**src/design/rv_fetch_settings.svh**
```systemverilog
`ifndef RV_FETCH_SETTINGS_SVH
`define RV_FETCH_SETTINGS_SVH

// first fetch address out of reset, halfword aligned
`define RV_RESET_VECTOR 32'h0000_0100

`define RV_XLEN 32  // address and word width
`define RV_HALF 16  // halfword width

`endif

```
**src/design/rv_fetch_pkg.sv**
```systemverilog
`include "rv_fetch_settings.svh"

package rv_fetch_pkg;

    typedef logic [`RV_XLEN-1:0] addr_t;     // byte address or pc
    typedef logic [`RV_XLEN-1:0] word_t;     // bus word or full instruction
    typedef logic [`RV_HALF-1:0] half_t;     // kept back for realignment
    typedef logic [2:0]          pc_step_t;  // 2 or 4

    // fetch control states
    typedef enum logic [1:0]
    {
        FS_IDLE,
        FS_RUN,
        FS_FLUSH
    } fetch_state_e;

endpackage

```
**src/design/rv_fetch_ctrl.sv**
```systemverilog
`timescale 1ns/1ps

module rv_fetch_ctrl
(
    input  logic i_clk,
    input  logic i_reset_n,
    input  logic i_run,
    input  logic i_redirect,
    output logic o_start,
    output logic o_flush,
    output logic o_pc_select
);

    import rv_fetch_pkg::*;

    fetch_state_e state;
    fetch_state_e state_next;

    always_ff @(posedge i_clk)
    begin
        if (!i_reset_n)
            state <= FS_IDLE;
        else
            state <= state_next;
    end

    always_comb
    begin
        state_next = state;
        case (state)
            FS_IDLE:
            begin
                if (i_run)
                    state_next = FS_RUN;
            end
            FS_RUN:
            begin
                if (!i_run)
                    state_next = FS_IDLE;  // stop asking for words
            end
            FS_FLUSH:
            begin
                // single cycle, then back to whatever run says
                if (i_run)
                    state_next = FS_RUN;
                else
                    state_next = FS_IDLE;
            end
            default:
            begin
                state_next = FS_IDLE;
            end
        endcase

        // redirect wins from any state
        if (i_redirect)
            state_next = FS_FLUSH;
    end

    assign o_start     = (state == FS_RUN);
    assign o_flush     = (state == FS_FLUSH);    // drop held halfword
    assign o_pc_select = (state == FS_FLUSH);    // load redirect target

endmodule

```
**src/design/rv_pc_counter.sv**
```systemverilog
`timescale 1ns/1ps

`include "rv_fetch_settings.svh"

module rv_pc_counter
(
    input  logic                   i_clk,
    input  logic                   i_reset_n,
    input  logic                   i_move,
    input  rv_fetch_pkg::pc_step_t i_pc_incr,
    input  logic                   i_load,
    input  rv_fetch_pkg::addr_t    i_load_pc,
    output rv_fetch_pkg::addr_t    o_pc
);

    import rv_fetch_pkg::*;

    addr_t step;       // zero-extended length
    addr_t load_pc;

    assign step = {{(`RV_XLEN-$bits(pc_step_t)){1'b0}}, i_pc_incr};

    // targets are halfword aligned, bit 0 never reaches the bus
    assign load_pc = {i_load_pc[`RV_XLEN-1:1], 1'b0};

    always_ff @(posedge i_clk)
    begin
        if (!i_reset_n)
        begin
            o_pc <= `RV_RESET_VECTOR;
        end
        else if (i_load)
        begin
            o_pc <= load_pc;         // redirect has priority
        end
        else if (i_move)
        begin
            o_pc <= o_pc + step;
        end
    end

endmodule

```
**src/design/rv_fetch_aligner.sv**
```systemverilog
`timescale 1ns/1ps

`include "rv_fetch_settings.svh"

module rv_fetch_aligner
(
    input  logic                   i_clk,
    input  logic                   i_reset_n,
    input  rv_fetch_pkg::addr_t    i_pc,
    input  logic                   i_start,
    input  logic                   i_flush,
    input  logic                   i_pc_select,
    input  rv_fetch_pkg::word_t    i_instruction,
    input  logic                   i_ack,
    output logic                   o_cyc,
    output logic                   o_move,
    output rv_fetch_pkg::pc_step_t o_pc_incr,
    output rv_fetch_pkg::addr_t    o_addr,
    output logic                   o_ready,
    output logic                   o_valid,
    output rv_fetch_pkg::addr_t    o_pc,
    output rv_fetch_pkg::word_t    o_instruction
);

    import rv_fetch_pkg::*;

    logic  bus_cyc;
    logic  bus_done;     // ack on an active cycle
    logic  pc_odd;       // pc at offset 2
    logic  misal;        // hold_hw is the low half of a straddling instr
    logic  is_long;
    logic  complete;
    half_t hold_hw;
    half_t data_lo;
    half_t data_hi;
    half_t first_hw;
    half_t second_hw;
    word_t instr_mux;
    addr_t word_addr;
    logic  valid_q;
    addr_t pc_q;
    word_t instr_q;

    assign bus_cyc  = i_start;
    assign bus_done = bus_cyc & i_ack;
    assign pc_odd   = i_pc[1];

    assign data_lo = i_instruction[`RV_HALF-1:0];
    assign data_hi = i_instruction[`RV_XLEN-1:`RV_HALF];

    // word holding the pc, stepped to the next one while a low half is kept
    assign word_addr = {i_pc[`RV_XLEN-1:2], 2'b00};
    assign o_addr    = misal ? word_addr + addr_t'(4) : word_addr;

    // halfword at the pc, then the one after it
    assign first_hw  = !pc_odd ? data_lo : (misal ? hold_hw : data_hi);
    assign second_hw = pc_odd ? data_lo : data_hi;

    assign is_long  = (first_hw[1:0] == 2'b11);
    assign complete = !(pc_odd & !misal & is_long);  // upper half only so far

    assign instr_mux = is_long ? {second_hw, first_hw}
                               : {{(`RV_XLEN-`RV_HALF){1'b0}}, first_hw};

    always_ff @(posedge i_clk)
    begin
        if (bus_done)
            hold_hw <= data_hi;
    end

    always_ff @(posedge i_clk)
    begin
        if (!i_reset_n || i_flush)
            misal <= 1'b0;
        else if (bus_done)
            misal <= pc_odd & !misal & is_long;
    end

    // output stage, strobe lines up with pc and instruction
    always_ff @(posedge i_clk)
    begin
        if (!i_reset_n)
            valid_q <= 1'b0;
        else
            valid_q <= o_ready;
    end

    always_ff @(posedge i_clk)
    begin
        if (o_ready)
        begin
            pc_q    <= i_pc;
            instr_q <= instr_mux;
        end
    end

    assign o_cyc         = bus_cyc;
    assign o_ready       = bus_done & complete;
    assign o_move        = o_ready | i_pc_select;
    assign o_pc_incr     = is_long ? 3'd4 : 3'd2;
    assign o_valid       = valid_q;
    assign o_pc          = pc_q;
    assign o_instruction = instr_q;

endmodule

```
**src/design/rv_fetch_top.sv**
```systemverilog
`timescale 1ns/1ps

module rv_fetch_top
(
    input  logic                i_clk,
    input  logic                i_reset_n,
    input  logic                i_run,
    input  logic                i_redirect,
    input  rv_fetch_pkg::addr_t i_redirect_pc,
    input  rv_fetch_pkg::word_t i_bus_data,
    input  logic                i_bus_ack,
    output logic                o_bus_cyc,
    output rv_fetch_pkg::addr_t o_bus_addr,
    output logic                o_valid,
    output rv_fetch_pkg::addr_t o_pc,
    output rv_fetch_pkg::word_t o_instr
);

    import rv_fetch_pkg::*;

    logic     fetch_start;
    logic     fetch_flush;
    logic     pc_select;
    logic     pc_move;
    pc_step_t pc_incr;
    addr_t    fetch_pc;     // architectural fetch pc

    rv_fetch_ctrl ctrl_i
    (
        .i_clk       (i_clk),
        .i_reset_n   (i_reset_n),
        .i_run       (i_run),
        .i_redirect  (i_redirect),
        .o_start     (fetch_start),
        .o_flush     (fetch_flush),
        .o_pc_select (pc_select)
    );

    rv_pc_counter pc_i
    (
        .i_clk       (i_clk),
        .i_reset_n   (i_reset_n),
        .i_move      (pc_move),
        .i_pc_incr   (pc_incr),
        .i_load      (pc_select),
        .i_load_pc   (i_redirect_pc),
        .o_pc        (fetch_pc)
    );

    rv_fetch_aligner aligner_i
    (
        .i_clk         (i_clk),
        .i_reset_n     (i_reset_n),
        .i_pc          (fetch_pc),
        .i_start       (fetch_start),
        .i_flush       (fetch_flush),
        .i_pc_select   (pc_select),
        .i_instruction (i_bus_data),
        .i_ack         (i_bus_ack),
        .o_cyc         (o_bus_cyc),
        .o_move        (pc_move),
        .o_pc_incr     (pc_incr),
        .o_addr        (o_bus_addr),
        .o_ready       (),
        .o_valid       (o_valid),
        .o_pc          (o_pc),
        .o_instruction (o_instr)
    );

endmodule

```
**config.mk**
```make
export PLATFORM = sky130hd
export DESIGN_NAME = rv_fetch_top
export DESIGN_NICKNAME = d
export VERILOG_FILES = /design/src/design/rv_fetch_pkg.sv /design/src/design/rv_fetch_ctrl.sv /design/src/design/rv_pc_counter.sv /design/src/design/rv_fetch_aligner.sv /design/src/design/rv_fetch_top.sv
export VERILOG_INCLUDE_DIRS = /design/src /design/src/design
export SDC_FILE = /design/constraint.sdc
export NUM_CORES = 1
export LEC_CHECK = 0
export BUFFER_PORTS_ARGS = -buffer_cell sky130_fd_sc_hd__buf_2
export CAP_MARGIN = 20
export CELL_PAD_IN_SITES_DETAIL_PLACEMENT = 1
export CELL_PAD_IN_SITES_GLOBAL_PLACEMENT = 1
export CORE_ASPECT_RATIO = 1.4
export CORE_UTILIZATION = 36
export CTS_BUF_LIST = sky130_fd_sc_hd__clkbuf_8
export DETAILED_ROUTE_END_ITERATION = 8
export GPL_ROUTABILITY_DRIVEN = 0
export PLACE_DENSITY_LB_ADDON = 0.1
export SLEW_MARGIN = 15
export SYNTH_ARGS = -nofsm -noshare
export SYNTH_HDL_FRONTEND = slang
export SYNTH_HIERARCHICAL = 1
export SYNTH_SLANG_ARGS = --single-unit
```
**constraint.sdc**
```tcl
create_clock -name i_clk -period 6.8 [get_ports i_clk]
set_clock_uncertainty 0.1 [all_clocks]
set_input_delay 0.34 -clock i_clk [delete_from_list [all_inputs] [get_ports i_clk]]
set_output_delay 0.34 -clock i_clk [all_outputs]
set_load 0.03 [all_outputs]
```
==> metrics <==
# diodes=0; compound-gate portion of the synthesized area=8.444%; Hold Path Class=in -> reg; Mapped Cells=513; hold slack=0.03127 ns; largest net degree at the start of global routing=66; Total GRT Usage=19.75%; Synth Area in Adders=1.219%; fin crit period=3.916 ns; HPWL after detailed placement=11100 µm; Top FF cell, synth=edfxtp_1; num ports=167; DRC=0; drt total wl=15610 µm; Mean Syn Cell Area=11.21 µm²; relative slew slack=41.08%; critical path peak fanout=25; Worst Path Arrival=4.17 ns; FILL cells=1765; Vias/cell=5.099; max-slew violations=0; Yosys top cell by area=edfxtp_1; Hold Buf Count CTS=11; count of unique library cells instantiated by Yosys=55; RSZ-0062 raised after global routing=no; core area=15610 µm²; Sw Ratio=28.29%; CP required=7.05 ns; VDD IR max=0.1324 mV; Die Span X=108.8 µm; clk sink count=116; antenna-violating nets left=0; Post-Synth XOR/XNOR Area=8.683%; top cells by area, synth=edfxtp_1 42%, dfxtp_1 13%, mux2i_1 6.1%; total negative slack=0 ns; clock transition at the registers of the reported paths=0.07 ns; Routed WL per cell=17.48 µm; kind of critical path=reg -> reg; chip height=151.5 µm; Psw=0.0004669 W; Synth Warn #=6; Setup Fix Bufs, Post-CTS=0; Yosys reg bits=116; DRT Pass-1 Iters=4; Pwr Density=229.3 nW/µm²; # rows=54; top post-synthesis cells by count=80 x edfxtp_1, 49 x nor2_1, 42 x a21oi_1; drt initial violations=131; Flop pwr share=49.3%; post-route clock period utilization=57.59%; GRT Residual Overflow=0; Final nets=758; via count of the routed design=4553; Final setup viols=0; clock share of power=38.7%; Layout area overhead=25.20%; first-pass GRT wire length=24630 µm; Combinational Power Share=12.0%; status=finished clean; most common cell in the netlist=edfxtp_1; max-cap viol count=0; total CTS buffers=17; H-tree depth=4; layout cells sized above 1=31.13%; Initial Utilization=36.84%; Synth Cell Area=5749 µm²; slew of the pin with the lowest slew margin=0.8838 ns; Final Hold Fails=0; Worst-Skew Late Latency=0.43 ns; antenna violations before repair=0; Internal Pwr Total=0.001184 W; Synth async-reset ratio=0%; input/output buffers=163; Synth top area share=41.78%; vias in the first global route=4869; Longest Clk Path Bufs=2; post-CTS sizing=0; Setup crit start kind=flip-flop; Crit. End Element=flip-flop; CTS tree=done; Leak=2.731 nW; largest family of logic cells by synthesized area=simple AND/OR/NAND/NOR gates; die area=16490 µm²; mux cell area share after synthesis=6.681%; simple-gate share of the synthesized area=16.76%; fmax=255.3 MHz; CTS root buf=clkbuf_8; Post-synth EDFFs=80; sequential share of the synthesized area=54.32%
[logic make-up (layout without fill, tap and decap cells)]
kind of cell | Yosys count | count (layout)
multiplexers | 38 | 38
flip-flops | 116 | 116
AO/OA/AOI/OAI | 80 | 80
other | 1 | 3
buffers and inverters | 44 | 226
XOR/XNOR | 57 | 57
adder cells (fa/ha/maj) | 5 | 5
AND/OR/NAND/NOR | 172 | 172
[cell type report]
class                           instances  area (µm²)  share of cell area (%)
Clock buffer                           17       234.0                   3.250
Clock inverter                         15       157.7                   2.190
Inverter                               16       60.06                  0.8343
Multi-Input combinational cell        355        2421                   33.63
Sequential cell                       116        3124                   43.40
Tap cell                              196       245.2                   3.407
Timing Repair Buffer                  178       955.9                   13.28
[through the flow]
step	worst slack (ns)	area, µm²	std cells	util, %	total power, W
floorplan	1.729	5757	515	-	0.0009562
CTS	2.782	7198	893	46.12	0.001679
finish	2.884	7198	893	46.12	0.001651
global placement	2.919	6696	850	42.91	0.001018
global route	2.527	7198	893	46.12	0.001725
detailed placement	2.812	6696	850	42.91	0.001025
[worst max-delay path, stage by stage (launching register included)]
cell	delay, ns
dfxtp_1	0.32
buf_4	0.37
mux2_1	0.36
mux2i_1	0.19
or2_1	0.66
inv_1	0.11
ha_1	0.39
a21oi_1	0.16
a2111oi_4	0.65
nand4_1	0.21
xor2_1	0.18
a21oi_1	0.14
[final timing paths]
path | start | end | slack, ns | cells after the start
worst max-delay path | aligner_i/misal | pc_i/o_pc[25] | 2.88 | 11
worst min-delay path | i_bus_data[27] | aligner_i/hold_hw[11] | 0.03 | 1
worst min register to register | ctrl_i/state[0] | ctrl_i/state[0] | 0.37 | 1
worst max register to register | aligner_i/misal | pc_i/o_pc[25] | 2.88 | 11
[power by group through the flow]
stage          logic, W  clock network, W  registers, W
3_5_place_dp   0.000196                 0      0.000830
4_1_cts        0.000201          0.000664      0.000814
3_3_place_gp   0.000190                 0      0.000829
2_1_floorplan  0.000125                 0      0.000831
6_report       0.000198          0.000639      0.000813
5_1_grt        0.000218          0.000688      0.000818
[per-layer routing]
| layer | vias to the layer above | global-route usage [%] | part of all wire [%] |
|---|---|---|---|
| li1 | 2211 | - | - |
| met1 | 2220 | 21.42 | 40 |
| met2 | 110 | 37.15 | 55 |
| met3 | 12 | 4.320 | 3.6 |
| met4 | 0 | 6.959 | 1.4 |
| met5 | - | 0 | 0 |
[sequential cells by signal, indices dropped and copies added, names as in the netlist]
| register | count |
|---|---|
| ctrl_i/state | 2 |
| aligner_i/o_instruction | 32 |
| aligner_i/o_valid | 1 |
| aligner_i/hold_hw | 16 |
| aligner_i/misal | 1 |
| pc_i/o_pc | 32 |
| aligner_i/o_pc | 32 |
[placed cells by master, fill, tap and decap left out, drive strengths merged, types with 3 or more instances in the layout]
master / instances
buf: 167
edfxtp: 80
nor2: 50
a21oi: 42
xnor2: 40
dfxtp: 36
mux2i: 35
nand3: 26
nand4: 25
o21ai: 24
nand2: 22
inv: 20
xor2: 17
clkbuf: 17
dlygate4sd3: 11
and3: 8
nor3: 8
nor4: 8
clkinv: 7
nor3b: 6
and4: 5
and2: 5
ha: 4
a211oi: 4
conb: 3
o22ai: 3
mux2: 3
Power figures use the tool's default switching activity.
